--- config.mk ---
export PLATFORM = sky130hd
export DESIGN_NAME = uart_serializer
export DESIGN_NICKNAME = d
export VERILOG_FILES = /design/src/verilog/frame_pkg.sv /design/src/verilog/uart_pkg.sv /design/src/verilog/uart_serializer.sv
export VERILOG_INCLUDE_DIRS = /design/src /design/src/verilog
export SDC_FILE = /design/constraint.sdc
export NUM_CORES = 1
export LEC_CHECK = 0
export BUFFER_PORTS_ARGS = -buffer_cell sky130_fd_sc_hd__buf_2
export CAP_MARGIN = 40
export CELL_PAD_IN_SITES_DETAIL_PLACEMENT = 1
export CELL_PAD_IN_SITES_GLOBAL_PLACEMENT = 1
export CORE_ASPECT_RATIO = 1.25
export CORE_MARGIN = 5
export CORE_UTILIZATION = 45
export CTS_BUF_LIST = sky130_fd_sc_hd__clkbuf_2 sky130_fd_sc_hd__clkbuf_4 sky130_fd_sc_hd__clkbuf_8
export CTS_CLUSTER_DIAMETER = 30
export DETAILED_ROUTE_END_ITERATION = 7
export PLACE_DENSITY_LB_ADDON = 0.1
export SLEW_MARGIN = 20
export SYNTH_ARGS = -nofsm -noshare
export SYNTH_HDL_FRONTEND = slang
export SYNTH_SLANG_ARGS = --single-unit
--- constraint.sdc ---
create_clock -name clock -period 2.71 [get_ports clock]
set_clock_uncertainty 0.15 [all_clocks]
set_input_delay 0.542 -clock clock [delete_from_list [all_inputs] [get_ports clock]]
set_output_delay 0.542 -clock clock [all_outputs]
set_load 0.01 [all_outputs]
--- src/verilog/frame_config.svh ---
/*
 * build-time sizing for the frame transmitter
 *   - bank address width (bytes per bank)
 *   - line bit period in clocks
 *   - vsync_out holdoff in byte times
 *   - serializer credit count
 */

`ifndef FRAME_CONFIG_SVH
`define FRAME_CONFIG_SVH

// 2**10 = 1024 bytes per bank
`define FB_ADDR_WIDTH 10

// 13 clocks per bit, roughly 921600 baud from 12 MHz
`define UART_CLOCKS_PER_BIT 13

// idle byte times after the last stop bit before vsync_out drops
`define HOLDOFF_BYTES 8

// holding register plus shift register
`define UART_CREDITS 2

`endif

--- src/verilog/frame_pkg.sv ---
/*
 * buffer-side types
 *   byte_t   data byte
 *   addr_t   bank address
 *   count_t  frame length, one bit wider than addr_t
 *   bank_t   bank select
 */

`default_nettype none

`include "frame_config.svh"

package frame_pkg;

    // bytes per bank
    localparam int BANK_DEPTH = 1 << `FB_ADDR_WIDTH;

    typedef logic [7:0] byte_t;

    typedef logic [`FB_ADDR_WIDTH-1:0] addr_t;

    // a full bank needs the extra bit
    typedef logic [`FB_ADDR_WIDTH:0] count_t;

    typedef logic bank_t;

endpackage

`default_nettype wire

--- src/verilog/uart_pkg.sv ---
/*
 * line-side types and constants
 *   tx_state_t      serializer state
 *   BITS_PER_FRAME  line bits per 8N1 byte
 *   credit_t        reader credit counter
 */

`default_nettype none

package uart_pkg;

    typedef enum logic [1:0] {
        TX_IDLE  = 2'd0,
        TX_START = 2'd1,
        TX_DATA  = 2'd2,
        TX_STOP  = 2'd3
    } tx_state_t;

    // start + 8 data + stop
    localparam int BITS_PER_FRAME = 10;

    typedef logic [1:0] credit_t;

endpackage

`default_nettype wire

--- src/verilog/uart_serializer.sv ---
/*
 * uart_serializer
 *   8N1 transmitter, LSB first, with one holding register ahead of
 *   the shift register; returns one credit per finished byte
 */

`default_nettype none

`include "frame_config.svh"

module uart_serializer (
    input  wire logic            clock,
    input  wire logic            reset,
    input  wire logic            tx_valid,
    input  frame_pkg::byte_t     tx_data,
    output logic                 credit_return,
    output logic                 uart_tx,
    output logic                 uart_tx_idle
);

    localparam int CNT_W = $clog2(`UART_CLOCKS_PER_BIT);

    uart_pkg::tx_state_t state;
    logic [CNT_W-1:0]    clk_cnt;       // clocks into the current bit
    logic [2:0]          bit_idx;
    frame_pkg::byte_t    shift;
    frame_pkg::byte_t    hold_data;
    logic                hold_full;
    logic                bit_done;
    logic                stop_done;
    logic                load;
    frame_pkg::byte_t    load_byte;

    assign bit_done  = (clk_cnt == CNT_W'(`UART_CLOCKS_PER_BIT - 1));
    assign stop_done = (state == uart_pkg::TX_STOP) && bit_done;

    // shifter takes the held byte, or the incoming one directly when empty
    assign load      = (state == uart_pkg::TX_IDLE || stop_done) && (hold_full || tx_valid);
    assign load_byte = hold_full ? hold_data : tx_data;

    assign uart_tx_idle = (state == uart_pkg::TX_IDLE) && !hold_full;

    ////////////////////////////////////////////////////////////////////////////
    // holding register

    always_ff @(posedge clock) begin
        if (reset) begin
            hold_full <= 1'b0;
        end else if (load && hold_full) begin
            hold_full <= tx_valid;          // refill behind the byte just taken
        end else if (!load && tx_valid) begin
            hold_full <= 1'b1;
        end
    end

    always_ff @(posedge clock) begin
        if (tx_valid) begin
            hold_data <= tx_data;
        end
    end

    ////////////////////////////////////////////////////////////////////////////
    // shifter

    always_ff @(posedge clock) begin
        if (reset) begin
            state         <= uart_pkg::TX_IDLE;
            clk_cnt       <= '0;
            bit_idx       <= '0;
            uart_tx       <= 1'b1;
            credit_return <= 1'b0;
        end else begin
            // a slot frees at the end of every stop bit; with the holding
            // register full this is the cycle its byte moves into the shifter
            credit_return <= stop_done;
            clk_cnt       <= (bit_done || state == uart_pkg::TX_IDLE) ? '0 : clk_cnt + 1'b1;

            if (load) begin
                state   <= uart_pkg::TX_START;
                shift   <= load_byte;
                clk_cnt <= '0;
                uart_tx <= 1'b0;            // start bit
            end else if (bit_done) begin
                case (state)
                    uart_pkg::TX_START: begin
                        state   <= uart_pkg::TX_DATA;
                        bit_idx <= '0;
                        uart_tx <= shift[0];
                        shift   <= shift >> 1;
                    end
                    uart_pkg::TX_DATA: begin
                        if (bit_idx == 3'd7) begin
                            state   <= uart_pkg::TX_STOP;
                            uart_tx <= 1'b1;
                        end else begin
                            bit_idx <= bit_idx + 1'b1;
                            uart_tx <= shift[0];
                            shift   <= shift >> 1;
                        end
                    end
                    default: begin
                        state   <= uart_pkg::TX_IDLE;   // stop bit over, nothing queued
                        uart_tx <= 1'b1;
                    end
                endcase
            end
        end
    end

endmodule

`default_nettype wire
# Word level (Yosys, flattened, before mapping)
# Cells that the tools add are included.
op_classes:
  muxes: 17
  n_reduce_logical: 21
  n_eq_ne: 9
  add_sub_neg: 2
  bitwise: 2
op_table:
  columns: ["cell", "n"]
  rows:
  - ["$mux 8", 4]
  - ["$pmux 8 s2", 1]
  - ["$reduce_and 4->1", 2]
  - ["$mux 1", 7]
  - ["$ne 3x3->1 const B", 2]
  - ["$pmux 3 s2", 1]
  - ["$reduce_bool 2->1", 3]
  - ["$logic_and 1x1->1", 5]
  - ["$add 4x1->4 const B", 1]
  - ["$eq 2x2->1 const B", 2]
  - ["$eq 4x4->1 const B", 1]
  - ["$ne 2x2->1 const B", 2]
  - ["$pmux 2 s2", 1]
  - ["$reduce_and 2->1", 2]
  - ["$add 3x1->3 const B", 1]
  - ["$eq 3x3->1 const B", 1]
  - ["$logic_or 1x1->1", 3]
  - ["$mux 3", 1]
  - ["$reduce_bool 3->1", 1]
  - ["$reduce_or 3->1", 1]
  - ["$eq 2x1->1 const B", 1]
  - ["$logic_not 1->1", 2]
  - ["$logic_not 2->1", 1]
  - ["$mux 2", 1]
  - ["3 further kinds", 4]
totals:
  input_bits: 11
  wordCells: 60
  output_inout_bits: 3
  regBits: 28

# Depth between registers and ports, before layout
# Gate-level depths: netlist of the first run.
logic_depth:
  ltp_word: 8
  depth_mapped: 6

# Least setup slack after synthesis of the first run
# No wires, ideal clock.
synth_path:
  path_type: "reg-to-reg"
  start: "register clk_cnt[0]"
  end: "register shift[0], enable pin"
  path_stages_with_launch: 7
  path_buffers: 1
  arrival_time_ps: 1527
  path_slack_ps: 658
  path_cell_list: "dfxtp_1 > inv_1 > ha_1 > a41oi_1 > or2_1 > buf_4 > a21oi_1"
synth_between:
  elab_chain_len: 6
synth_rtl:
  columns: ["item", "line", "source"]
  rows:
  - ["start, declared", "uart_serializer.sv:24", "logic [CNT_W-1:0] clk_cnt;"]
  - ["start signal, assigned", "uart_serializer.sv:76", "clk_cnt <= (bit_done || state == uart_pkg::TX_IDLE) ? '0 : clk_cnt + 1'b1;"]
  - ["$eq 4x4->1 (*)", "uart_serializer.sv:34", "assign bit_done = (clk_cnt == CNT_W'(`UART_CLOCKS_PER_BIT - 1));"]
  - ["$logic_and 1x1->1", "uart_serializer.sv:35", "assign stop_done = (state == uart_pkg::TX_STOP) && bit_done;"]
  - ["$logic_or 1x1->1", "uart_serializer.sv:38", "assign load = (state == uart_pkg::TX_IDLE || stop_done) && (hold_full || tx_valid);"]
  - ["$logic_and 1x1->1", "uart_serializer.sv:38", null]
  - ["$ne 3x3->1 (no line) (tied with other cells)", null, null]
  - ["$reduce_and 4->1 (no line) (*)", null, null]
  - ["end signal, assigned", "uart_serializer.sv:80", "shift <= load_byte;"]
  - ["end signal, assigned", "uart_serializer.sv:89", "shift <= shift >> 1;"]
  - ["end signal, assigned", "uart_serializer.sv:98", "shift <= shift >> 1;"]
  - ["end, declared", "uart_serializer.sv:26", "frame_pkg::byte_t shift;"]
# Mark *: on every way between the ends. The rest lies on a longest branch, timed or not.
# A chain may end at the register's enable or synchronous reset.

# Worst setup path in the final report of the first run
layout_path:
  start: "register clk_cnt[0]"
  end: "register shift[3], enable pin"
# The elaborated chain is that of the path after synthesis.

==> impl_metrics.yaml, run 1 <==
sta:
  fmax_mhz: 444
  max-slew-margin-rel_pct: 48.5
  finalSetupTns_ns: 0
  fin_crit_ns: 2.25
  final_hold_viol_count: 0
  rsz0062_at_grt: "false"
  fin_crit_sh_pct: 83.1
  setup_viol: 0
  tightest_slew_ns: 0.773
  slew_viol_final: 0
  whs_ns: 0.242
worst_setup_path:
  arrival_ns: 2.07
  critPathKind: "reg2reg"
  cp_cell_sequence: "inv_1, ha_1, and3_1, o211ai_1, a21oi_1"
  worst_ep_required_time_ns: 2.53
  cp_max_fo: 8
  cp-end-kind: "register"
  worstSetupStartpointType: "register"
  crit_slowest_cell: "a21oi_1"
  cpPeakStageDelay_ns: 0.65
placed_design:
  gp_congestion: 0.723
  io_buffers: 13
  dp.cells: 162
  hpwl_mm: 1.93
drt:
  drtIter0Drc: 10
  drt_pass1_iterations: 5
  met3_length_um: 63
  wire_per_inst_um: 15.0
  vias_per_cell: 5.49
  vias: 911
  drcViolationCount: 0
  dr_wl_met2_mm: 1.33
  routed_wl_mm: 2.49
  detail-route-antenna-nets: 0
  wl_met1_mm: 1.10
  top_layer: "met3"
power:
  peakVddDrop_mv: 0.374
  powerDensity_nw_per_um2: 530
  power_leakage_uw: 0.000549
clock_tree:
  clock_latency_ns: 0.32
  post-cts-setup-buffer-count: 0
  root_buffer: "clkbuf_4"
  clk_pin_slew_ns: 0.15
  cts_buffers: 3
  clk_path_buf_depth: 2
  cts_tree: "yes"
  ctsResizeCount: 0
  postCtsHoldBufs: 0
  clkSinkCount: 28
  htree_levels: 1
hold_path:
  min_path_type: "in2reg"
yosys:
  synth-seq-area-share_pct: 54.6
  muxShareOfSynthArea_pct: 8.35
  synth_top_family_by_area: "simple AND/OR/NAND/NOR gates"
  syn_area_um2: 1320
  dominantRegCellSynth: "edfxtp_1"
  synth-compound-area-share_pct: 11.9
  yosysWarnings: 0
  synth_xor_area_share_pct: 1.33
  avgSynthCellArea_um2: 11.5
  yosysTopAreaCell: "edfxtp_1"
  synth_area_leaders: "edfxtp_1 (36%), dfxtp_1 (18%), mux2i_1 (8.3%)"
  yosysMostFrequentCell: "edfxtp_1"
  async_reset_ff_share_pct: 0
  synth_top_cell_area_share_pct: 36.4
  ys_ff_latch: 28
  yosys-top-cells-count: "edfxtp_1 (16), dfxtp_1 (12), mux2i_1 (11), o21ai_0 (10)"
  synthAdderAreaFrac_pct: 7.59
  synth_nets: 134
  synth-edff-count: 16
  syn_inst: 115
  synthSimpleGateAreaFrac_pct: 12.3
  ys_types: 33
global_routing:
  grt_max_degree: 16
  grt_pass1_vias: 950
  grt_usage_pct: 13.3
  antenna_found_initial: 0
  overflow: 0
  grt_pass1_wl_mm: 4.31
finish:
  drive_gt1_share_pct: 17.7
  fin_util_pct: 50.1
  seq_area_um2: 721
  fin_nets: 150
  synthToLayoutAreaGrowth_pct: 9.87
  n_antenna_cell: 0
  fillers: 334
  multi_input_area_um2: 547
  final_cells: 166
die:
  boundaryPins: 14
  start_util_pct: 45.6
  fp.dieH_um: 70.5
  die_w_um: 58.4
  core.rowCount: 22
  die_area_um2: 4120
  design.core.area_um2: 2890
flow_run:
  cap_violations: 0
outcome:
  status: "finished, final reports clean"
==> metal layers <==
layer	up-vias	global-route usage [%]
met4	0	3.09
met3	0	2.22
met1	457	16.5
met5	-	0
li1	444	-
met2	10	23.6
==> worst max-delay path: cells and delay by family, from the launching register on <==
family,cells,cell delay (ns)
AO/OA/AOI/OAI,2,0.79
flip-flops,1,0.36
AND/OR/NAND/NOR,1,0.33
adder cells (fa/ha/maj),1,0.20
buffers and inverters,1,0.06
==> cell families after synthesis <==
kind of cell	after synthesis
compound gates	27
xor+xnor	2
fa+ha+maj	8
buf+inv	10
flops	28
mux	11
simple gates	29
==> where the power goes <==
part	switching, uW	internal [uW]	total [uW]
combinational	54.8	39.9	94.7
sequential	9.46	478	487
clock	119	67.6	186
total	183	585	768
==> layout by cell type (no fill, tap or decap), types with 4 or more instances in the layout <==
master     n
edfxtp_1  16
buf_2     13
dfxtp_1   12
mux2i_1   11
o21ai_0   10
nor2_1     8
ha_1       8
o21ai_1    7
inv_1      5
nand2b_1   5
nand2_1    4
clkbuf_4   4
==> metrics by stage <==
| stage | worst slack (ns) | cell area [um^2] | total power [uW] |
|---|---|---|---|
| final | 0.458 | 1450 | 768 |
| after global routing | 0.345 | 1450 | 812 |
| after CTS | 0.450 | 1450 | 781 |
| after detailed placement | 0.340 | 1420 | 593 |
| after global placement | 0.417 | 1420 | 588 |
| after floorplan | 0.658 | 1320 | 556 |
==> state kept, by name, indices dropped and copies added (netlist names) <==
name	cells
hold_data	8
hold_full	1
credit_return	1
bit_idx	3
shift	8
state	2
clk_cnt	4
uart_tx	1
==> worst paths after layout <==
kind	start	end	slack [ns]	cells after the start
worst max-delay path	clk_cnt[0]	shift[3]	0.46	5
worst min-delay path	tx_data[5]	hold_data[5]	0.24	1
worst max register to register	clk_cnt[0]	shift[3]	0.46	5
worst min register to register	clk_cnt[0]	clk_cnt[0]	0.34	1
==> area by class of cell <==
type,count,share of cell area [%]
flip-flops and latches,28,49.7
well taps,36,3.11
multi-input cells,77,37.7
clock buffers,4,2.07
inverters,5,1.30
repair buffers,16,6.04
Power figures use the tool's default switching activity.
==> run 2, diff against run 1 <==
- CORE_UTILIZATION: 45 -> 43
- clock period: 2.71 -> 2 ns (I/O delays scaled with it)
==> impl_metrics.yaml, run 2 (synthesis results as in run 1) <==
worst_setup_path:
  critPathKind: "reg2out"
  cp-end-kind: "output pin"
  worst_ep_required_time_ns: 1.45
  cp_max_fo: 4
  arrival_ns: 1.32
  worstSetupStartpointType: "register"
clock_tree:
  clkSinkCount: 28
  cts_buffers: 3
  htree_levels: 1
  post-cts-setup-buffer-count: 0
  clk_path_buf_depth: 2
  clock_latency_ns: 0.33
  clk_pin_slew_ns: 0.15
  root_buffer: "clkbuf_4"
  postCtsHoldBufs: 0
  cts_tree: "yes"
flow_run:
  cap_violations: 0
hold_path:
  min_path_type: "in2reg"
finish:
  n_antenna_cell: 0
  final_cells: 170
  fillers: 320
  drive_gt1_share_pct: 22.4
  final_cell_mix: "edfxtp_1 (16), buf_2 (13), dfxtp_1 (12)"
  seq_area_um2: 721
  synthToLayoutAreaGrowth_pct: 14.5
  mostFrequentLayoutCell: "edfxtp_1"
  fin_util_pct: 51.3
  fin_nets: 154
  multi_input_area_um2: 556
  top_regs: "hold_data (8), shift (8), clk_cnt (4)"
die:
  fp.dieH_um: 71.9
  die_area_um2: 4280
  core.rowCount: 22
  boundaryPins: 14
  die_w_um: 59.5
  design.core.area_um2: 2950
  start_util_pct: 44.8
sta:
  fmax_mhz: 534
  final_hold_viol_count: 0
  rsz0062_at_grt: "false"
  setup_ws_ns: 0.129
  setup_viol: 0
  fin_crit_ns: 1.87
  whs_ns: 0.0945
  fin_crit_sh_pct: 93.6
  slew_viol_final: 0
  finalSetupTns_ns: 0
  tightest_slew_ns: 0.301
  max-slew-margin-rel_pct: 79.9
drt:
  detail-route-antenna-nets: 0
  routed_wl_mm: 2.57
  vias: 898
  vias_per_cell: 5.28
  drcViolationCount: 0
  drtIter0Drc: 9
  wire_per_inst_um: 15.1
  drt_pass1_iterations: 4
placed_design:
  hpwl_mm: 1.95
  gp_congestion: 0.773
  dp.cells: 166
  pre_cts_ws_ns: 0.171
  io_buffers: 13
global_routing:
  grt_usage_pct: 13.9
  grt_pass1_vias: 974
  overflow: 0
  antenna_found_initial: 0
  grt_max_degree: 17
  grt_pass1_wl_mm: 4.57
outcome:
  status: "finished, final reports clean"
power:
  power_leakage_uw: 0.000579
  peakVddDrop_mv: 0.449
  powerDensity_nw_per_um2: 771
run 2: changes by cell type in the layout (fill, tap and decap cells not counted), sizes merged:
cell / change
bufinv: +1
buf: +4
clkbuf: -1
run 2: path summary, 6_finish.rpt:
check	start	endpoint	slack, ns	cells after the start
setup / recovery	state[0]	uart_tx_idle	0.13	4
setup reg to reg	clk_cnt[0]	shift[7]	0.15	6
hold reg to reg	clk_cnt[0]	clk_cnt[0]	0.34	1
hold / removal	tx_data[3]	hold_data[3]	0.09	1
run 2: routing by layer:
metal / share of wire (%) / wire length [um] / global-route usage [%]
met5: 0 / 0 / 0
met4: 1.0 / 26 / 4.43
met3: 2.3 / 59 / 2.14
met2: 53 / 1370 / 24.2
met1: 44 / 1120 / 17.3
run 2: timing repair:
item,4_1_cts,5_1_grt
hold endpoints to repair,0,0
resized for setup,0,2
setup endpoints to repair,0,1
run 2: layout make-up:
class / count / area share, %
sequential: 28 / 47.7
tap: 36 / 2.98
inverter: 5 / 1.24
clock inverter: 1 / 1.99
multi-input combinational: 77 / 36.8
timing repair buffer: 20 / 7.79
clock buffer: 3 / 1.49
run 2: power breakdown:
group          internal, uW  switching [uW]
clock                   203             164
sequential              647            12.1
combinational          61.0            76.8
total                   911             253
run 2: critical path, cell delays in order (launching register included):
cell and delay [ns]:
dfxtp_1 0.42, inv_1 0.09, ha_2 0.21, nor2b_2 0.16
buf_2 0.14
run 2: stage by stage:
step / instance area, um^2 / power, uW
after floorplan: 1320 / 755
after global placement: 1450 / 804
after detailed placement: 1450 / 811
after CTS: 1510 / 1190
after global routing: 1510 / 1230
final: 1510 / 1160
