### src/verilog/frame_config.svh
/*
 * build-time sizing for the frame transmitter
 *   - bank address width (bytes per bank)
 *   - line bit period in clocks
 *   - vsync_out holdoff in byte times
 *   - serializer credit count
 */

`ifndef FRAME_CONFIG_SVH
`define FRAME_CONFIG_SVH

// 2**10 = 1024 bytes per bank
`define FB_ADDR_WIDTH 10

// 13 clocks per bit, roughly 921600 baud from 12 MHz
`define UART_CLOCKS_PER_BIT 13

// idle byte times after the last stop bit before vsync_out drops
`define HOLDOFF_BYTES 8

// holding register plus shift register
`define UART_CREDITS 2

`endif

### src/verilog/frame_pkg.sv
/*
 * buffer-side types
 *   byte_t   data byte
 *   addr_t   bank address
 *   count_t  frame length, one bit wider than addr_t
 *   bank_t   bank select
 */

`default_nettype none

`include "frame_config.svh"

package frame_pkg;

    // bytes per bank
    localparam int BANK_DEPTH = 1 << `FB_ADDR_WIDTH;

    typedef logic [7:0] byte_t;

    typedef logic [`FB_ADDR_WIDTH-1:0] addr_t;

    // a full bank needs the extra bit
    typedef logic [`FB_ADDR_WIDTH:0] count_t;

    typedef logic bank_t;

endpackage

`default_nettype wire

### src/verilog/uart_pkg.sv
/*
 * line-side types and constants
 *   tx_state_t      serializer state
 *   BITS_PER_FRAME  line bits per 8N1 byte
 *   credit_t        reader credit counter
 */

`default_nettype none

package uart_pkg;

    typedef enum logic [1:0] {
        TX_IDLE  = 2'd0,
        TX_START = 2'd1,
        TX_DATA  = 2'd2,
        TX_STOP  = 2'd3
    } tx_state_t;

    // start + 8 data + stop
    localparam int BITS_PER_FRAME = 10;

    typedef logic [1:0] credit_t;

endpackage

`default_nettype wire

### src/verilog/frame_reader.sv
/*
 * frame_reader
 *   read pointer over the closed frame, credit counter toward the
 *   serializer, RAM byte hand-off on tx_valid, vsync_out holdoff
 */

`default_nettype none

`include "frame_config.svh"

module frame_reader (
    input  wire logic            clock,
    input  wire logic            reset,
    input  wire logic            swap,
    input  frame_pkg::count_t    frame_bytes,
    output frame_pkg::addr_t     read_addr,
    input  frame_pkg::byte_t     read_data,
    input  wire logic            credit_return,
    output logic                 tx_valid,
    output frame_pkg::byte_t     tx_data,
    input  wire logic            uart_tx_idle,
    output logic                 vsync_out
);

    localparam int HOLDOFF_CYCLES =
        `HOLDOFF_BYTES * uart_pkg::BITS_PER_FRAME * `UART_CLOCKS_PER_BIT;
    localparam int HOLD_W = $clog2(HOLDOFF_CYCLES + 1);

    frame_pkg::count_t rd_ptr;
    logic              pending;         // RAM read in flight
    logic              issue;
    logic              drained;
    uart_pkg::credit_t credits;
    logic [HOLD_W-1:0] hold_cnt;

    ////////////////////////////////////////////////////////////////////////////
    // read side

    assign read_addr = rd_ptr[`FB_ADDR_WIDTH-1:0];

    // one read at a time, never in the swap cycle
    assign issue = !swap && !pending && (rd_ptr < frame_bytes) && (credits != '0);

    assign tx_valid = pending & ~swap;  // a swap drops the byte in flight
    assign tx_data  = read_data;

    always_ff @(posedge clock) begin
        if (reset) begin
            rd_ptr  <= '0;
            pending <= 1'b0;
        end else begin
            pending <= issue;
            if (swap) begin
                rd_ptr <= '0;
            end else if (issue) begin
                rd_ptr <= rd_ptr + 1'b1;
            end
        end
    end

    ////////////////////////////////////////////////////////////////////////////
    // credits

    always_ff @(posedge clock) begin
        if (reset) begin
            credits <= uart_pkg::credit_t'(`UART_CREDITS);
        end else begin
            case ({tx_valid, credit_return})
                2'b10:   credits <= credits - 1'b1;
                2'b01:   credits <= credits + 1'b1;
                default: credits <= credits;    // none, or one each way
            endcase
        end
    end

    ////////////////////////////////////////////////////////////////////////////
    // vsync_out holdoff

    assign drained = (rd_ptr >= frame_bytes) && !pending && uart_tx_idle;

    always_ff @(posedge clock) begin
        if (reset) begin
            vsync_out <= 1'b0;
            hold_cnt  <= '0;
        end else if (swap) begin
            vsync_out <= 1'b1;
            hold_cnt  <= '0;
        end else if (vsync_out) begin
            if (!drained) begin
                hold_cnt <= '0;             // line busy again, start over
            end else if (hold_cnt == HOLD_W'(HOLDOFF_CYCLES - 1)) begin
                vsync_out <= 1'b0;
            end else begin
                hold_cnt <= hold_cnt + 1'b1;
            end
        end
    end

endmodule

`default_nettype wire

### config.mk
export PLATFORM = sky130hd
export DESIGN_NAME = frame_reader
export DESIGN_NICKNAME = d
export VERILOG_FILES = /design/src/verilog/frame_pkg.sv /design/src/verilog/uart_pkg.sv /design/src/verilog/frame_reader.sv
export VERILOG_INCLUDE_DIRS = /design/src /design/src/verilog
export SDC_FILE = /design/constraint.sdc
export NUM_CORES = 1
export LEC_CHECK = 0
export BUFFER_PORTS_ARGS = -buffer_cell sky130_fd_sc_hd__buf_2
export CAP_MARGIN = 10
export CORE_ASPECT_RATIO = 0.5
export CORE_MARGIN = 1.5
export CORE_UTILIZATION = 57
export DETAILED_ROUTE_END_ITERATION = 10
export PLACE_DENSITY = 0.85
export SLEW_MARGIN = 15
export SYNTH_ARGS = -nofsm -noshare
export SYNTH_HDL_FRONTEND = slang
export SYNTH_SLANG_ARGS = --single-unit
### constraint.sdc
create_clock -name clock -period 5.4 [get_ports clock]
set_input_delay 0.81 -clock clock [delete_from_list [all_inputs] [get_ports clock]]
set_output_delay 0.81 -clock clock [all_outputs]
set_load 0.005 [all_outputs]
-- Word level (Yosys, flattened, before mapping)
Index checks and enable logic that the tools add are counted.
- bits in registers: 26
- bits of input ports: 24
- output and inout bits: 20
- add/sub/neg operators: 4
- order comparisons: 2
- equal/unequal tests: 4
- multiplexer cells: 7
- bitwise logic cells: 2
- reduce and logical (&&, ||, !) cells: 11
- operators with widths (cell ; number):
    $add 11x1->11 const B ; 2
    $mux 11 ; 2
    $eq 11x11->1 const B ; 1
    $ge 11x11->1 ; 1
    $lt 11x11->1 ; 1
    $logic_and 1x1->1 ; 5
    $mux 1 ; 4
    $pmux 2 s2 ; 1
    $reduce_bool 2->1 ; 2
    $add 2x1->2 const B ; 1
    $eq 2x1->1 const B ; 1
    $eq 2x2->1 const B ; 1
    $logic_not 1->1 ; 2
    $ne 2x2->1 const B ; 1
    $reduce_and 2->1 ; 1
    $reduce_or 2->1 ; 1
    $sub 2x1->2 const B ; 1
    $and 1x1->1 ; 1
    $not 1->1 ; 1

-- Longest topological paths before layout
Gate-level depths: netlist (run 1).
- depth after elaboration: 6
- depth in mapped cells: 9
- depth with buffers taken out: 8

-- Least setup slack after synthesis (run 1)
No wires, ideal clock.
- path type: in2reg
- from: input frame_bytes[2]
- to: register rd_ptr[10]
- arrival: 2.303 ns
- required time: 5.330 ns
- slack: 3.027 ns
- cell stages on the path: 8
- buffers on the path: 0
- path through: inv_1 -> ha_1 -> a21oi_2 -> o21ai_0 -> a21oi_2 -> nand4_2 -> or3_1 -> a21oi_1
- cells in the longest elaborated chain, start to end: 3
- RTL lines (element ; RTL line ; source):
    start: declaration ; frame_reader.sv:15 ; input frame_pkg::count_t frame_bytes,
    $lt 11x11->1 ; frame_reader.sv:42 ; assign issue = !swap && !pending && (rd_ptr < frame_bytes) && (credits != '0);
    $logic_and 1x1->1 (2 in a row) ; frame_reader.sv:42 ;
    end signal: assignment ; frame_reader.sv:56 ; rd_ptr <= rd_ptr + 1'b1;
    end: declaration ; frame_reader.sv:29 ; frame_pkg::count_t rd_ptr;
No other way between the ends.
A chain may end at the register's enable or synchronous reset.

-- Final worst setup path (run 1)
- from: input frame_bytes[6]
- to: register rd_ptr[10]
Same word-level chain as after synthesis.

==> results of run 1 <==
logic make-up after synthesis:
| kind of cell | count (synthesis) |
|---|---|
| AND/OR/NAND/NOR | 83 |
| adder cells (fa/ha/maj) | 14 |
| XOR/XNOR | 12 |
| flip-flops | 26 |
| AO/OA/AOI/OAI | 33 |
| buffers and inverters | 34 |
power groups by stage:
stage	logic [mW]	clock network, mW	registers [mW]
2_1_floorplan	0.0356	0	0.204
3_3_place_gp	0.0418	0	0.205
3_5_place_dp	0.0434	0	0.205
4_1_cts	0.0443	0.166	0.200
5_1_grt	0.0502	0.171	0.201
6_report	0.0445	0.164	0.200
path summary, 6_finish.rpt:
path                                                start                         to  slack [ps]  cells past startpoint
worst max-delay path                       frame_bytes[6]    rd_ptr[10]$_SDFFE_PP0P_        2350                      9
worst min-delay path            hold_cnt[10]$_SDFFE_PP0P_  hold_cnt[10]$_SDFFE_PP0P_         500                      1
worst max register to register     rd_ptr[6]$_SDFFE_PP0P_    rd_ptr[10]$_SDFFE_PP0P_        2670                      7
worst min register to register  hold_cnt[10]$_SDFFE_PP0P_  hold_cnt[10]$_SDFFE_PP0P_         500                      1
synth_stat cells:
cell and n:
a211oi_1 1, a211oi_2 1, a21o_1 1, a21oi_1 4, a21oi_2 2, a221oi_2 1, a221oi_4 1, a31oi_1 1
a31oi_2 1, and2_1 3, and3_1 9, and4_1 1, buf_4 19, clkbuf_1 1, dfxtp_1 26, ha_1 14
inv_1 14, nand2_1 12, nand2b_1 5, nand3_1 19, nand3_2 1, nand3b_1 1, nand4_1 5, nand4_2 1
nor2_1 18, nor3_1 3, nor3_2 1, nor4b_1 1, o211ai_1 4, o21ai_0 9, o21ai_1 1, o31ai_1 5
o41ai_2 1, or2_2 1, or3_1 1, or3b_2 1, xnor2_1 2, xor2_1 10
area by class of cell:
class	instances	area, um2	share of cell area, %
Sequential cell	26	520	28.8
Inverter	14	52.6	2.91
Timing Repair Buffer	27	135	7.49
Tap cell	37	46.3	2.57
Multi-Input combinational cell	142	978	54.2
Clock inverter	1	30.0	1.66
Clock buffer	3	41.3	2.29
state kept, by name, indices dropped and copies added, names as in the netlist:
| register | cells |
|---|---|
| pending | 1 |
| vsync_out | 1 |
| rd_ptr | 11 |
| credits | 2 |
| hold_cnt | 11 |
critical path, delay by kind of cell:
| kind | cells | cell delay, ps |
|---|---|---|
| compound gates | 4 | 1350 |
| fa+ha+maj | 1 | 330 |
| buf+inv | 2 | 130 |
| simple gates | 2 | 610 |
layer usage:
layer  routed length, um  GRT usage [%]  vias to the layer above
met5                   0              0                        -
met4                 119           11.4                        0
met3                 150           5.05                       14
met2                1620           34.1                       36
met1                1630           29.1                      689
li1                    -              -                      716
==> impl_metrics.tcl, run 1 <==
set metrics [dict create \
    layout_commonest_cell "buf_2" \
    cts_hold_buffers 0 \
    grt_pass1_vias 1377 \
    min_path_type "flop to flop" \
    grt_pass1_wl_um 5810 \
    tightest_slew_ps 983 \
    ys_types 38 \
    power_density_nw_per_um2 226 \
    postCtsSetupBuffers 0 \
    timing.final.ws_setup_ps 2350 \
    totalWireLength_um 3510 \
    crit_fanout 12 \
    nets 252 \
    synthToLayoutAreaGrowth_pct 6.26 \
    p_sw_share_pct 23.2 \
    antenna_found_initial 0 \
    syn_inst 202 \
    firstDrtPassIters 4 \
    vias 1455 \
    finalWeightedCongestion 0.853 \
    fill_cells 209 \
    synthXorXnorAreaFrac_pct 6.19 \
    max-vdd-ir-drop_mv 0.161 \
    maxSlewViolCount 0 \
    postRouteAntennaNets 0 \
    die_area_um2 3330 \
    fin_skew_ps 11.8 \
    fmax_mhz 328 \
    grt_setup_unrepaired "no" \
    synthMuxAreaShare_pct 0 \
    final.setup.tns_ps 0 \
    utilization_pct 66.4 \
    placed_cell_area_um2 1730 \
    start_kind "primary input" \
    worstSetupEndpointType "flop" \
    max-cap-violations 0 \
    io_pins 44 \
    fin_total_pwr_mw 0.409 \
    synth_top_family_by_area "simple AND/OR/NAND/NOR gates" \
    synth_area_leaders "dfxtp_1 (31%), ha_1 (10%), buf_4 (8.4%)" \
    worstSetupPathType "primary input to flop" \
    setup-violations-final 0 \
    yosys_register_bits 26 \
    synth_top_area_cell "dfxtp_1" \
    post_cts_resized 0 \
    preCtsSetupSlack_ps 2270 \
    post-route-drc-count 0 \
    insertion_delay_ps 280 \
    hold_slack_ps 496 \
    track_usage_pct 22.2 \
    dp_cells 246 \
    p_seq_share_pct 49.1 \
    status "finished clean" \
    netlist_area_um2 1700 \
    path_clk_slew_ps 100 \
    final_cell_mix "buf_2 (27), dfxtp_1 (26), nand3_1 (19)" \
    synth_compound_area_share_pct 15.3 \
    core_area_um2 2720 \
    synth.avg_cell_area_um2 8.41 \
    cts_max_path_buffers 2 \
    die_w_um 80.2 \
    via_per_inst 5.82 \
    cts_tree "done" \
    path_cells "buf_2 -> inv_1 -> ha_1 -> a211oi_2 -> o21ai_1 -> a221oi_2 -> nand4_2 -> or3_1 -> a21oi_1" \
    globalRouteOverflowTotal 0 \
    fin_crit_ps 3050 \
    post-dp-hpwl_um 2450 \
    final_cell_area_um2 1800 \
    rows 13 \
    critPathSlowestCell "a221oi_2" \
    cts_inserted_buffers 3 \
    hold_viol_final 0 \
    diodes 0 \
    finalCritPeriodShare_pct 56.4 \
    maxSlewHeadroom_pct 34.5 \
    drt_iter0_drc 46 \
    grt_max_degree 16 \
    netSwitchingPower_mw 0.0946 \
    htreeDepth 1 \
    power.internal_mw 0.314 \
    p_leak_nw 0.824 \
    die_h_um 41.6 \
    initial_core_util_pct 62.5 \
    worstPathArrival_ps 3240 \
    syn_nets 240 \
    synthAdderAreaFrac_pct 10.3 \
    yosys_warnings 0 \
    avgRoutedWirePerCell_um 14.1 \
    clock-root-buffer "clkbuf_8" \
    slowest_delay_ps 830 \
    cts_sinks 26 \
    synth_top_cell_area_share_pct 30.7 \
    port_buffers 27 \
    fin_cells 250 \
    cp.required_ps 5600 \
    seq_area_frac_synth_pct 30.7 \
    drive_gt1_share_pct 20.2 \
    comb_power_share_pct 10.9 \
    synth_simple_gate_area_share_pct 25.9 \
    power.share.clock_pct 40.0 \
]
Note: power is estimated with default switching activity, not from simulation.
==> run 2: changes to the inputs <==
- ABC_AREA: unset -> 1
- CORE_UTILIZATION: 57 -> 55
- PLACE_DENSITY: 0.85 -> 0.81
- clock period: 5.4 -> 3.1 ns (I/O delays scaled with it)
==> run 2 against run 1 <==
Clock skew decreased by 6.9 ps. Sequential share of layout area decreased by 3.8 points. Die area increased by 22%. Clock power increased by 19%. Sequential power increased by 77%. Clock-buffer cell count unchanged. Global-route usage decreased by 1.3 points. Critical path type is now flop to flop. Via count increased by 22%. Sequential cell count unchanged.
==> impl_metrics.tcl, run 2 <==
set metrics [dict create \
    status "finished clean" \
    post-dp-hpwl_um 3090 \
    whs_endpoint "credits[0]$_SDFFE_PP0P_" \
    die_w_um 88.6 \
    antenna_found_initial 0 \
    synthToLayoutAreaGrowth_pct 3.11 \
    die_h_um 45.8 \
    highest_layer "met4" \
    path_clk_slew_ps 90 \
    postRouteAntennaNets 0 \
    fmax_mhz 464 \
    cp.required_ps 3320 \
    reg.largest.list "hold_cnt (11), rd_ptr (11), credits (2)" \
    synthXorXnorAreaFrac_pct 4.35 \
    reg2regPathDepth 11 \
    yosysMostFrequentCell "nand2_1" \
    post-route-drc-count 0 \
    dr_wl_met2_um 1870 \
    synth.avg_cell_area_um2 6.87 \
    worstSetupPathType "flop to flop" \
    insertion_delay_ps 270 \
    r2r-start "rd_ptr[6]$_SDFFE_PP0P_" \
    drive_gt1_share_pct 17.3 \
    rows 15 \
    synthArstFlopShare_pct 0 \
    hold_viol_final 0 \
    crit_top_cell "nand2_1" \
    fin_crit_ps 2160 \
    globalRouteOverflowTotal 0 \
    synth_area_leaders "dfxtp_1 (26%), nand2_1 (11%), ha_1 (8.7%)" \
    initial_core_util_pct 58.0 \
    synth_compound_area_share_pct 6.46 \
    synthTopCellsByCount "nand2_1 (57), inv_1 (40), nor2_1 (32), nand3_1 (30), dfxtp_1 (26)" \
    wl_met3_um 170 \
    cts_max_path_buffers 2 \
    postCtsSetupBuffers 0 \
    max-vdd-ir-drop_mv 0.183 \
    synth_top_area_cell "dfxtp_1" \
    timing.rr.end "rd_ptr[4]$_SDFFE_PP0P_" \
    final_cell_mix "nand2_1 (57), inv_1 (40), nor2_1 (32)" \
    reg2reg_setup_slack_ps 940 \
    clock-root-buffer "clkbuf_8" \
    final-seq-area_um2 520 \
    worstPathArrival_ps 2380 \
    seq_area_frac_synth_pct 25.9 \
    grt_max_degree 16 \
    wl_met1_um 1980 \
    cts_sinks 26 \
    fill_cells 334 \
    ys_types 30 \
    port_buffers 27 \
    multi_input_area_um2 1150 \
    tightest_slew_ps 542 \
    vias 1779 \
    finalWeightedCongestion 0.880 \
    synth_top_family_by_area "simple AND/OR/NAND/NOR gates" \
    htreeDepth 1 \
    yosys_warnings 0 \
    syn_nets 331 \
    p_leak_nw 0.946 \
    finalCritPeriodShare_pct 69.6 \
    path_delay_family "simple AND/OR/NAND/NOR gates" \
    totalWireLength_um 4050 \
    final.setup.tns_ps 0 \
    cp_num_buf_inv 1 \
    via_per_inst 5.05 \
    cts_tree "done" \
    synth_simple_gate_area_share_pct 37.6 \
    max-cap-violations 0 \
    cts_hold_buffers 0 \
    worstSetupEndpointType "flop" \
    diodes 0 \
    grt_setup_unrepaired "no" \
    slowest_delay_ps 460 \
    maxSlewViolCount 0 \
    syn_inst 293 \
    cts_inserted_buffers 3 \
    maxSlewHeadroom_pct 63.8 \
    track_usage_pct 20.9 \
    holdPathStages 2 \
    synthMuxAreaShare_pct 0 \
    critPathSlowestCell "dfxtp_1" \
    firstDrtPassIters 4 \
    final_cell_area_um2 2080 \
    start_kind "flop" \
    synth_edf_count 0 \
    die_area_um2 4050 \
    layout_commonest_cell "nand2_1" \
    nets 341 \
    post_cts_resized 0 \
    yosys_register_bits 26 \
    placed_cell_area_um2 2030 \
    crit_fanout 13 \
    fin_skew_ps 4.83 \
    grt_pass1_vias 1495 \
    io_pins 44 \
    grt_pass1_wl_um 6410 \
    synth_top_cell_area_share_pct 25.9 \
    setup-violations-final 0 \
    min_from "reset" \
    avgRoutedWirePerCell_um 11.5 \
    drt_iter0_drc 58 \
    power_density_nw_per_um2 311 \
    ys.flop_type "dfxtp_1" \
    min_path_type "primary input to flop" \
    path_cells "ha_1 -> nand2_1 -> inv_1 -> nand2_1 -> nand2_1 -> nand2_2 -> and3_1 -> nand2_4 -> o21ai_0 -> nand2_1 -> nor2_1" \
    netlist_area_um2 2010 \
    core_area_um2 3470 \
    synthAdderAreaFrac_pct 8.70 \
]
==> run 2: cell count changes after synthesis, sizes merged, moves of 4 or more <==
cell and change:
nand2 +52, inv +27, nor2 +19, nand3 +14
a21oi +10, and3 -8, nand2b -5, nand3b +5
o31ai -5, nor3 +4, o211ai -4, o21ai -4
xor2 -4
==> run 2: area by class of cell <==
type	instances	area share [%]
multi-input combinational	202	55.4
sequential	26	25.1
tap	51	3.07
timing repair buffer	28	6.87
inverter	42	7.59
clock buffer	3	1.99
==> run 2: worst max-delay path by stage <==
stage | slack [ps] | cells past startpoint | from | end
detailed placement | 830 | 13 | frame_bytes[6] | rd_ptr[4]$_SDFFE_PP0P_
floorplan | 1270 | 11 | frame_bytes[10] | rd_ptr[4]$_SDFFE_PP0P_
finish | 940 | 11 | rd_ptr[6]$_SDFFE_PP0P_ | rd_ptr[4]$_SDFFE_PP0P_
global route | 800 | 11 | rd_ptr[6]$_SDFFE_PP0P_ | rd_ptr[4]$_SDFFE_PP0P_
CTS | 970 | 11 | rd_ptr[6]$_SDFFE_PP0P_ | rd_ptr[4]$_SDFFE_PP0P_
global placement | 890 | 11 | frame_bytes[10] | rd_ptr[4]$_SDFFE_PP0P_
==> run 2: cell families after synthesis <==
kind of cell             count (synthesis)
flip-flops                              26
XOR/XNOR                                10
buffers and inverters                   65
adder cells (fa/ha/maj)                 14
AO/OA/AOI/OAI                           23
AND/OR/NAND/NOR                        155
==> run 2: where the power goes <==
group	switching (mW)	total, mW	internal [mW]
clock	0.107	0.195	0.0873
combinational	0.0591	0.0954	0.0363
sequential	0.0118	0.355	0.343
total	0.178	0.645	0.467
==> run 2: routing by layer <==
layer | track usage (%) | vias up
li1 | - | 933
met1 | 26.7 | 799
met2 | 36.3 | 39
met3 | 3.99 | 8
met4 | 7.19 | 0
met5 | 0 | -
==> run 2: through the flow <==
step | instances | hold WS (ps) | utilization (%) | power [mW] | setup WS [ps]
floorplan | 293 | 437 | - | 0.442 | 1270
global placement | 349 | 452 | 58.6 | 0.454 | 888
detailed placement | 349 | 460 | 58.6 | 0.458 | 826
CTS | 352 | 400 | 59.8 | 0.651 | 968
global route | 352 | 406 | 59.8 | 0.677 | 803
finish | 352 | 411 | 59.8 | 0.645 | 943
