`src/verilog/frame_config.svh`:
```
/*
 * build-time sizing for the frame transmitter
 *   - bank address width (bytes per bank)
 *   - line bit period in clocks
 *   - vsync_out holdoff in byte times
 *   - serializer credit count
 */

`ifndef FRAME_CONFIG_SVH
`define FRAME_CONFIG_SVH

// 2**10 = 1024 bytes per bank
`define FB_ADDR_WIDTH 10

// 13 clocks per bit, roughly 921600 baud from 12 MHz
`define UART_CLOCKS_PER_BIT 13

// idle byte times after the last stop bit before vsync_out drops
`define HOLDOFF_BYTES 8

// holding register plus shift register
`define UART_CREDITS 2

`endif

```
`src/verilog/frame_pkg.sv`:
```
/*
 * buffer-side types
 *   byte_t   data byte
 *   addr_t   bank address
 *   count_t  frame length, one bit wider than addr_t
 *   bank_t   bank select
 */

`default_nettype none

`include "frame_config.svh"

package frame_pkg;

    // bytes per bank
    localparam int BANK_DEPTH = 1 << `FB_ADDR_WIDTH;

    typedef logic [7:0] byte_t;

    typedef logic [`FB_ADDR_WIDTH-1:0] addr_t;

    // a full bank needs the extra bit
    typedef logic [`FB_ADDR_WIDTH:0] count_t;

    typedef logic bank_t;

endpackage

`default_nettype wire

```
`src/verilog/frame_writer.sv`:
```
/*
 * frame_writer
 *   input registers, vsync rising edge detect, write pointer with
 *   saturation at bank depth, bank toggle and frame length latch
 */

`default_nettype none

`include "frame_config.svh"

module frame_writer (
    input  wire logic            clock,
    input  wire logic            reset,
    input  frame_pkg::byte_t     data_in,
    input  wire logic            data_in_valid,
    input  wire logic            vsync_in,
    output frame_pkg::bank_t     write_bank,
    output logic                 write_en,
    output frame_pkg::addr_t     write_addr,
    output frame_pkg::byte_t     write_data,
    output logic                 swap,
    output frame_pkg::count_t    frame_bytes
);

    frame_pkg::byte_t  data_q;
    logic              valid_q;
    logic              vsync_meta;      // first sample of vsync_in
    logic              vsync_prev;      // second sample, for the edge
    frame_pkg::count_t wr_ptr;
    logic              full;

    ////////////////////////////////////////////////////////////////////////////
    // input sampling

    always_ff @(posedge clock) begin
        data_q <= data_in;                  // payload only
    end

    always_ff @(posedge clock) begin
        if (reset) begin
            valid_q    <= 1'b0;
            vsync_meta <= 1'b0;
            vsync_prev <= 1'b0;
            swap       <= 1'b0;
        end else begin
            valid_q    <= data_in_valid;
            vsync_meta <= vsync_in;
            vsync_prev <= vsync_meta;
            swap       <= vsync_meta & ~vsync_prev;   // one cycle per rising edge
        end
    end

    ////////////////////////////////////////////////////////////////////////////
    // write side

    assign full       = (wr_ptr == frame_pkg::count_t'(frame_pkg::BANK_DEPTH));
    assign write_en   = valid_q & ~full;    // bytes past the bank depth are lost
    assign write_addr = wr_ptr[`FB_ADDR_WIDTH-1:0];
    assign write_data = data_q;

    // a byte written in the swap cycle still lands in the old bank,
    // so it is counted into the frame being closed
    always_ff @(posedge clock) begin
        if (reset) begin
            wr_ptr      <= '0;
            write_bank  <= 1'b0;
            frame_bytes <= '0;
        end else if (swap) begin
            frame_bytes <= wr_ptr + frame_pkg::count_t'(write_en);
            wr_ptr      <= '0;
            write_bank  <= ~write_bank;
        end else if (write_en) begin
            wr_ptr <= wr_ptr + 1'b1;
        end
    end

endmodule

`default_nettype wire

```
`config.mk`:
```
export PLATFORM = sky130hd
export DESIGN_NAME = frame_writer
export DESIGN_NICKNAME = d
export VERILOG_FILES = /design/src/verilog/frame_pkg.sv /design/src/verilog/frame_writer.sv
export VERILOG_INCLUDE_DIRS = /design/src /design/src/verilog
export SDC_FILE = /design/constraint.sdc
export NUM_CORES = 1
export LEC_CHECK = 0
export BUFFER_PORTS_ARGS = -buffer_cell sky130_fd_sc_hd__buf_2
export CAP_MARGIN = 15
export CORE_MARGIN = 10
export CORE_UTILIZATION = 35
export CTS_CLUSTER_SIZE = 16
export DETAILED_ROUTE_END_ITERATION = 10
export PLACE_DENSITY = 0.65
export SYNTH_ARGS = -nofsm -noshare
export SYNTH_HDL_FRONTEND = slang
export SYNTH_SLANG_ARGS = --single-unit
```
`constraint.sdc`:
```
create_clock -name clock -period 2.6 [get_ports clock]
set_input_delay 0.13 -clock clock [delete_from_list [all_inputs] [get_ports clock]]
set_output_delay 0.13 -clock clock [all_outputs]
set_load 0.05 [all_outputs]
```
# ---- Word level (Yosys, flattened, before mapping)
# Cells that the tools add are included.
dict set report classes {
  addsub 2
  n_eq_ne 1
  bitwise_logic 5
  n_reduce_logical 1
}
# operator n
set op_table {}
lappend op_table {{11-bit by 1-bit adder with 11-bit output} 1}
lappend op_table {{11-bit by 1-bit adder with 11-bit output (second input constant)} 1}
lappend op_table {{11-bit == test (second input constant)} 1}
lappend op_table {{1-bit inverter} 3}
lappend op_table {{1-bit AND} 2}
lappend op_table {{2-bit OR reduction} 1}
dict set report totals {
  ff_bits 35
  input_bits 12
  out_inout_bits 32
  elab_cells 17
}

# ---- Depth between registers and ports, before layout
# Gate-level depths: netlist of the first run.
dict set report logic_depth {
  ltp_word 4
  ltp_mapped 9
  mapped_depth_nobuf 9
}

# ---- Least setup slack after synthesis of the first run
# No wires, ideal clock.
dict set report synth_timing {
  kind {reg-to-reg}
  start {register wr_ptr[1]}
  end {register frame_bytes[10]}
  t_arrival_ns 3.288
  setup_slack_ns -0.779
  path_stages_with_launch 10
  n_path_buf 0
  period_less_slack_ns 3.379
  cell_sequence {dfxtp_1 inv_1 ha_1 nor4b_1 a31oi_1 ha_1 ha_1 nand3_2 or4_1 a311oi_1}
}
dict set report synth_between {
  elab_chain_len 4
}
# element line
set synth_lines {}
lappend synth_lines {{start, declared} frame_writer.sv:29} ;# frame_pkg::count_t wr_ptr;
lappend synth_lines {{start signal, assigned} frame_writer.sv:73} ;# wr_ptr <= wr_ptr + 1'b1;
lappend synth_lines {{11-bit == test} frame_writer.sv:56} ;# assign full = (wr_ptr == frame_pkg::count_t'(frame_pkg::BANK_DEPTH));
lappend synth_lines {{1-bit inverter} frame_writer.sv:57} ;# assign write_en = valid_q & ~full;
lappend synth_lines {{1-bit AND} frame_writer.sv:57}
lappend synth_lines {{named net write_en} frame_writer.sv:18} ;# output logic write_en,
lappend synth_lines {{11-bit by 1-bit adder with 11-bit output} frame_writer.sv:69} ;# frame_bytes <= wr_ptr + frame_pkg::count_t'(write_en);
lappend synth_lines {{end signal, assigned} frame_writer.sv:69}
lappend synth_lines {{end, declared} frame_writer.sv:22} ;# output frame_pkg::count_t frame_bytes
# The timed path passes the listed nets, and every way through them passes these cells.
# A chain may end at the register's enable or synchronous reset.

# ---- Worst setup path after layout of the first run
dict set report layout_timing {
  start {register wr_ptr[0]}
  end {register frame_bytes[10]}
}
dict set report layout_between {
  elab_chain_len 4
}
# element line
set layout_lines {}
lappend layout_lines {{11-bit == test} frame_writer.sv:56}
lappend layout_lines {{1-bit inverter} frame_writer.sv:57}
lappend layout_lines {{1-bit AND} frame_writer.sv:57}
lappend layout_lines {{11-bit by 1-bit adder with 11-bit output *} frame_writer.sv:69}
# Mark *: on every way between the ends. The rest lies on a longest branch, timed or not.

==> results of run 1 <==
-- layout make-up --
class / instances / area (sq um) / share of cell area, %
Clock buffer: 5 / 68.8 / 3.68
Clock inverter: 3 / 20.0 / 1.07
Tap cell: 50 / 62.6 / 3.35
Inverter: 4 / 15.0 / 0.803
Sequential cell: 35 / 703 / 37.6
Timing Repair Buffer: 55 / 325 / 17.4
Multi-Input combinational cell: 99 / 674 / 36.1
-- power breakdown --
group          switching (uW)  internal, uW  leakage [uW]
sequential               13.5           556      0.000288
combinational            97.6          42.2      0.000427
clock                     201           186     0.0000402
-- metal layers --
layer  wire length, microns  GRT usage [%]  vias up
met5                      0              0        -
met4                     66           4.49        0
met3                    255           4.54        6
met2                   1790           16.3       30
met1                   1650           11.8      583
li1                       -              -      647
-- how the worst min path moves through the flow --
stage | from | endpoint | cells after the start | slack (ns)
after floorplan | data_in[0] | write_data[0] | 0 | 0.16
after detailed placement | data_in[0] | write_data[0] | 1 | 0.23
after global placement | data_in[2] | write_data[2] | 1 | 0.23
final | data_in_valid | valid_q | 2 | 0.05
after global routing | data_in_valid | valid_q | 2 | 0.07
after CTS | data_in_valid | valid_q | 2 | 0.05
-- worst max-delay path, cell delays in order (launching register included) --
cell	delay (ns)
dfxtp_2	0.38
inv_1	0.07
ha_1	0.19
nor4b_1	0.17
a31oi_4	0.16
ha_2	0.21
ha_1	0.19
nand3_2	0.14
or4_1	0.50
a311oi_1	0.25
-- cell usage in the layout, fill, tap and decap left out, types with 4 or more instances in the layout --
cell type,netlist,routed
nor2b_1,4,4
or4_1,7,7
clkbuf_8,0,5
dfxtp_1,35,33
o31ai_1,5,5
nand2_1,8,8
buf_2,4,43
o21ai_0,6,6
dlygate4sd3_1,0,8
nor2_1,15,15
mux2i_1,5,5
a21oi_1,4,4
a311oi_1,6,6
nand3_1,4,4
or3_1,4,4
buf_4,12,4
inv_1,4,4
-- logic make-up after synthesis --
kind of cell	after synthesis
compound gates	29
xor+xnor	5
fa+ha+maj	4
buf+inv	25
flops	35
mux	5
simple gates	56
-- state kept, by name, summed over array words and instances, names as in the netlist --
name and flops:
frame_bytes 11, wr_ptr 11, write_data 8, swap 1, valid_q 1, vsync_meta 1, vsync_prev 1, write_bank 1
-- through the flow --
step           instance area, sq um  setup slack, ns  hold WS [ns]  utilization, %  power, uW
3_5_place_dp                   1700            0.245         0.234            41.6        714
5_1_grt                        1870           0.0629        0.0691            45.7       1150
2_1_floorplan                  1530           0.0132         0.158               -        680
4_1_cts                        1870            0.231        0.0451            45.7       1110
6_report                       1870            0.248        0.0469            45.7       1100
3_3_place_gp                   1700            0.322         0.232            41.6        713
==> results.txt, run 1 <==
Syn Area/Cell - 9.49 sq um
Setup Total Neg Slack - 0 ns
largest net degree at the start of global routing - 26
post_cts resized - 0
CP endpoint - frame_bytes[10]
fraction of registers with async set/reset - 0%
DR iter-0 viols - 74
multiplexer share of the synthesized area - 3.32%
Yosys cell types - 34
leading register cell type out of synthesis - dfxtp_1
outcome - finished clean
clk_skew - 0.00444 ns
DRC errors left - 0
Clock Latency Late Sink - 0.29 ns
Via Count - 1266
synthesized area - 1510 sq um
unrepaired setup endpoints after global routing - no
fraction of layout cells with a size suffix above 1 - 31.8%
Leak - 0.000755 uW
Yosys warning count - 0
core area - 4090 sq um
TritonCTS Buffers - 5
placer's final routability congestion estimate - 0.806
Final HPWL DP - 2640 microns
max-slew violation count - 0
Starting Density - 36.9%
Final nets - 216
vias per inst - 5.04
number of antenna diodes - 0
post-synth top area share - 46.4%
CTS tree - yes
worst rel slew slack - 39.9%
die width - 85.7 microns
Worst setup EP type - register
Post-DRT Antenna Nets - 0
critical path arrival - 2.56 ns
Clock Pin Slew Worst Setup and Hold Paths - 0.07 ns
reg2reg end - frame_bytes[10]
largest family of logic cells by synthesized area - simple AND/OR/NAND/NOR gates
cells on worst reg2reg path - 9
share of the yosys chip area belonging to registers - 46.4%
global-route wire length before repair - 6200 microns
Synth area leader - dfxtp_1
adder-cell share of the synthesized area - 3.32%
vias in the first global route - 1201
num rows - 23
crit share post-route - 90.5%
Crit Path Max Fanout - 7
EDFF count, synth - 0
Hold Crit Class - input port to register
synth top area cells - dfxtp_1 46%, buf_4 6.0%, nor2_1 3.7%, or4_1 3.5%, a311oi_1 3.5%
CTS sink cnt - 35
PD cells - 586 nW/um^2
Die Y - 85.7 microns
dpl cells - 235
Least-Margin Pin Slew - 0.900 ns
H-tree depth - 2
Mapped Cells - 159
syn nets - 175
Final Setup Violations - 0
#FFs+latches synth - 35
Final min period - 2.35 ns
Syn-to-layout area delta - 23.9%
initial antenna violation count - 0
cell with the most instances after synthesis - dfxtp_1
Clock Tree Root - clkbuf_8
crit path kind - register to register
Buffers on Ports - 43
Critical Path Start - wr_ptr[0]
simple-gate area share of the yosys netlist - 20.6%
final WL - 3760 microns
Critical Path RT - 2.80 ns
# Post-CTS Setup Buffers - 0
Fillers - 423
maximum VDD drop - 0.277 mV
Compound-Gate Fraction of Synth Area - 13.3%
Worst R2R Setup Slack - 0.25 ns
Max Cap Viol - 0
fmax - 425 MHz
Hold-fix buffers, CTS - 8
XOR/XNOR Fraction of Synth Area - 2.90%
Remaining Overflow, GRT - 0
Synth top cells by count - 35 x dfxtp_1, 15 x nor2_1, 12 x buf_4
DRT Pass-1 Iters - 4
worst r2r src - wr_ptr[0]
io pins - 44
DR WL/cell - 15.0 microns
gr usage total - 10.4%
clock buffer depth - 2
final hold vios - 0
Finished Layout Cells - 251
Setup crit start kind - register
die area - 7340 sq um
No activity file was read; power rests on OpenSTA's default activity.
==> run 2: changes to the inputs <==
--- a/config.mk
+++ b/config.mk
@@ -9,10 +9,10 @@
 export BUFFER_PORTS_ARGS = -buffer_cell sky130_fd_sc_hd__buf_2
 export CAP_MARGIN = 15
 export CORE_MARGIN = 10
-export CORE_UTILIZATION = 35
+export CORE_UTILIZATION = 45
 export CTS_CLUSTER_SIZE = 16
 export DETAILED_ROUTE_END_ITERATION = 10
-export PLACE_DENSITY = 0.65
+export PLACE_DENSITY = 0.79
 export SYNTH_ARGS = -nofsm -noshare
 export SYNTH_HDL_FRONTEND = slang
 export SYNTH_SLANG_ARGS = --single-unit
==> run 2 against run 1 <==
Compared with the run above: non-clock buffer count is 1 higher; critical path depth did not move; sequential share of layout area is 0.28 points higher; power fell by 3.7%; critical endpoint unchanged.
==> results.txt, run 2 (synthesized netlist as in run 1, its figures left out) <==
outcome - finished clean
Buffers on Ports - 43
initial antenna violation count - 0
Clock Latency Late Sink - 0.35 ns
DR WL/cell - 14.5 microns
global-route wire length before repair - 5810 microns
die area - 6070 sq um
# Post-CTS Setup Buffers - 0
Setup Total Neg Slack - 0 ns
Final HPWL DP - 2530 microns
crit share post-route - 92.8%
post_cts resized - 0
clock buffer depth - 2
Util after Layout - 59.3%
Clock Tree Root - clkbuf_4
DRT Pass-1 Iters - 4
num rows - 20
DRC errors left - 0
final WL - 3570 microns
clk_skew - 0.0116 ns
placed cell area - 1690 sq um
register area - 703 sq um
fmax - 415 MHz
Setup crit start kind - register
Starting Density - 48.2%
unrepaired setup endpoints after global routing - no
area of the multi-input gates - 674 sq um
largest net degree at the start of global routing - 20
vias per inst - 5.28
Via Count - 1299
CTS sink cnt - 35
commonest non-fill, non-tap cells in the layout - 43 x buf_2, 33 x dfxtp_1, 15 x nor2_1
CTS tree - yes
gr usage total - 11.9%
DR iter-0 viols - 106
max-slew violation count - 0
Final nets - 217
Final Setup Violations - 0
Post-DRT Antenna Nets - 0
core area - 3130 sq um
die width - 77.9 microns
critical path arrival - 2.68 ns
Clock Pin Slew Worst Setup and Hold Paths - 0.11 ns
fraction of layout cells with a size suffix above 1 - 31.7%
crit path kind - register to register
vias in the first global route - 1206
PD cells - 569 nW/um^2
Remaining Overflow, GRT - 0
Die Y - 77.9 microns
Leak - 0.000757 uW
maximum VDD drop - 0.473 mV
Crit Path Max Fanout - 7
commonest non-fill, non-tap cell in the layout - buf_2
design area - 1860 sq um
Least-Margin Pin Slew - 0.637 ns
Worst setup EP type - register
TritonCTS Buffers - 5
H-tree depth - 2
io pins - 44
worst rel slew slack - 56.9%
Final min period - 2.41 ns
Hold Crit Class - input port to register
Fillers - 299
total power - 1060 uW
placer's final routability congestion estimate - 0.852
final hold vios - 0
Max Cap Viol - 0
Syn-to-layout area delta - 23.0%
hold slack - 0.000406 ns
number of antenna diodes - 0
Critical Path RT - 2.87 ns
Hold-fix buffers, CTS - 9
[run 2: cell types whose count changed in the layout (fill, tap and decap cells not counted)]
cell | previous run | this run
clkinv_2 | 1 | 0
clkbuf_8 | 5 | 2
clkbuf_4 | 0 | 5
dlygate4sd3_1 | 8 | 9
clkinvlp_4 | 2 | 1
[run 2: final cells by class]
cell class / count / area share [%]
clock buffers: 7 / 3.51
well taps: 44 / 2.97
flip-flops and latches: 35 / 37.9
inverters: 4 / 0.809
clock inverters: 1 / 0.405
multi-input cells: 99 / 36.3
repair buffers: 56 / 18.1
[run 2: final timing paths]
path	startpoint	endpoint	slack, ns	cells after the start
max	wr_ptr[1]	frame_bytes[10]	0.19	9
min	vsync_in	vsync_meta	0.0004	2
max reg2reg	wr_ptr[1]	frame_bytes[10]	0.19	9
min reg2reg	vsync_prev	swap	0.39	1
[run 2: metal layers]
metal / track usage (%) / wire length (microns) / vias up
met2: 19.3 / 1720 / 37
li1: - / - / 649
met4: 5.56 / 65 / 0
met1: 12.4 / 1480 / 604
met3: 6.22 / 313 / 9
met5: 0 / 0 / -
[run 2: power breakdown]
part | switching [uW] | internal, uW | leakage, uW
clock network | 186 | 158 | 0.0000375
logic | 101 | 44.1 | 0.000431
registers | 10.3 | 556 | 0.000288
[run 2: metrics by stage]
stage               setup WS, ns  cells
finish                     0.188    246
floorplan                 0.0132    159
detailed placement         0.242    229
global placement           0.324    229
global route              0.0578    246
CTS                        0.195    246
[run 2: critical path, cell delays in order, from the launching register on]
cell and delay, ns:
dfxtp_2 0.41, inv_1 0.07, ha_1 0.18, nor4b_1 0.17, a31oi_4 0.17, ha_2 0.21
ha_1 0.20, nand3_2 0.16, or4_1 0.50, a311oi_1 0.26
==> run 3: changes to the inputs <==
--- a/config.mk
+++ b/config.mk
@@ -13,6 +13,8 @@
 export CTS_CLUSTER_SIZE = 16
 export DETAILED_ROUTE_END_ITERATION = 10
 export PLACE_DENSITY = 0.79
+export RECOVER_POWER = 50
+export SETUP_SLACK_MARGIN = 0.3
 export SYNTH_ARGS = -nofsm -noshare
 export SYNTH_HDL_FRONTEND = slang
 export SYNTH_SLANG_ARGS = --single-unit
==> run 3 against run 2 <==
Compared with the run above: flip-flop and latch count unchanged; combinational power increased by 5%; wire length increased by 12%; largest power group unchanged; clock skew decreased by 0.0056 ns; setup slack improved by 0.19 ns; global-route usage increased by 0.63 points.
==> results.txt, run 3 (synthesized netlist as in run 1, its figures left out) <==
outcome - finished clean
commonest non-fill, non-tap cell in the layout - dfxtp_1
Remaining Overflow, GRT - 0
Starting Density - 48.2%
unrepaired setup endpoints after global routing - no
worst r2r src - wr_ptr[1]
final WL - 4000 microns
clock buffer depth - 2
DR WL/cell - 15.9 microns
core area - 3130 sq um
vias in the first global route - 1279
largest net degree at the start of global routing - 26
Final HPWL DP - 2610 microns
placed cell area - 1730 sq um
worst rel slew slack - 41.7%
maximum VDD drop - 0.262 mV
placer's final routability congestion estimate - 0.886
Max Cap Viol - 0
Setup crit start kind - register
DRT Pass-1 Iters - 4
reg2reg end - frame_bytes[10]
gr usage total - 12.5%
crit-path max cell delay - 0.52 ns
Crit path top cell by count - ha_4
Least-Margin Pin Slew - 0.874 ns
DRC errors left - 0
Crit Path Max Fanout - 7
crit share post-route - 85.5%
Clock Latency Late Sink - 0.34 ns
cells on worst reg2reg path - 9
Clk pwr share - 36.0%
global-route wire length before repair - 6170 microns
Setup Total Neg Slack - 0 ns
Syn-to-layout area delta - 30.0%
max-slew violation count - 0
CP cell instances - inv_2 > ha_2 > nor4b_4 > a31oi_4 > ha_4 > ha_4 > nand3_4 > or4_4 > a311oi_2
Worst setup EP type - register
Via Count - 1367
Combinational Power Share - 13.5%
Clock Pin Slew Worst Setup and Hold Paths - 0.11 ns
initial antenna violation count - 0
CTS tree - yes
Finished Layout Cells - 252
H-tree depth - 2
internal power - 826 uW
total power - 1120 uW
design area - 1960 sq um
Worst R2R Setup Slack - 0.38 ns
Hold Crit Class - input port to register
fraction of layout cells with a size suffix above 1 - 27.4%
Post-DRT Antenna Nets - 0
Clock Tree Root - clkbuf_4
CP max-delay cell - or4_4
commonest non-fill, non-tap cells in the layout - 30 x dfxtp_1, 22 x clkbuf_1, 22 x buf_2
critical path arrival - 2.49 ns
num rows - 20
crit path kind - register to register
clk_skew - 0.00604 ns
Final Setup Violations - 0
PD cells - 573 nW/um^2
Buffers on Ports - 43
Crit path max-delay family - simple AND/OR/NAND/NOR gates
io pins - 44
fmax - 450 MHz
Util after Layout - 62.7%
vias per inst - 5.42
Sequential Power Share - 50.5%
Worst Hold Depth - 2
switch share - 26.6%
TritonCTS Buffers - 5
Final nets - 223
die width - 77.9 microns
Hold EP - frame_bytes[0]
CTS sink cnt - 35
final hold vios - 0
number of antenna diodes - 0
DR iter-0 viols - 123
Switch Pwr - 299 uW
dpl cells - 227
Leak - 0.000737 uW
Final min period - 2.22 ns
die area - 6070 sq um
WP buf/inv - 1
min-delay src - reset
Critical Path RT - 2.87 ns
Die Y - 77.9 microns
run 3: power by group through the flow:
| stage | Sequential (uW) | Combinational [uW] | Clock [uW] |
|---|---|---|---|
| floorplan | 632 | 51.3 | 0 |
| global placement | 580 | 134 | 0 |
| detailed placement | 582 | 136 | 0 |
| CTS | 569 | 148 | 413 |
| global route | 571 | 162 | 439 |
| finish | 568 | 152 | 405 |
run 3: cell type report:
class                           instances  area [sq um]
Clock buffer                            8          91.3
Fill cell                             264          1170
Inverter                                4          15.0
Multi-Input combinational cell         99           732
Sequential cell                        35           712
Tap cell                               44          55.1
Timing Repair Buffer                   62           357
run 3: per-layer routing:
metal | wire length [microns] | vias up | global-route usage, %
met2 | 1950 | 64 | 20.0
li1 | - | 661 | -
met3 | 341 | 9 | 4.84
met1 | 1630 | 633 | 14.2
met5 | 0 | - | 0
met4 | 83 | 0 | 6.09
run 3: how the worst max path moves through the flow:
stage	end	startpoint	depth (start not counted)	slack [ns]
floorplan	frame_bytes[10]	wr_ptr[1]	9	0.18
global placement	frame_bytes[10]	wr_ptr[6]	7	0.38
detailed placement	frame_bytes[10]	wr_ptr[6]	7	0.31
CTS	frame_bytes[10]	wr_ptr[6]	7	0.30
global route	frame_bytes[10]	wr_ptr[4]	7	0.28
finish	frame_bytes[10]	wr_ptr[1]	9	0.38
run 3: timing repair:
| action | CTS | global route |
|---|---|---|
| endpoints found under the hold margin | 10 | 0 |
| resized for setup | 0 | 5 |
| buffers inserted | 0 | 7 |
| setup endpoints to repair | 0 | 5 |
| hold buffers | 10 | 0 |
run 3: metrics by stage:
step | hold WS, ns | worst slack, ns
final | 0.166 | 0.376
after global routing | 0.160 | 0.282
after CTS | 0.149 | 0.300
after floorplan | 0.158 | 0.183
after global placement | 0.232 | 0.378
after detailed placement | 0.235 | 0.312
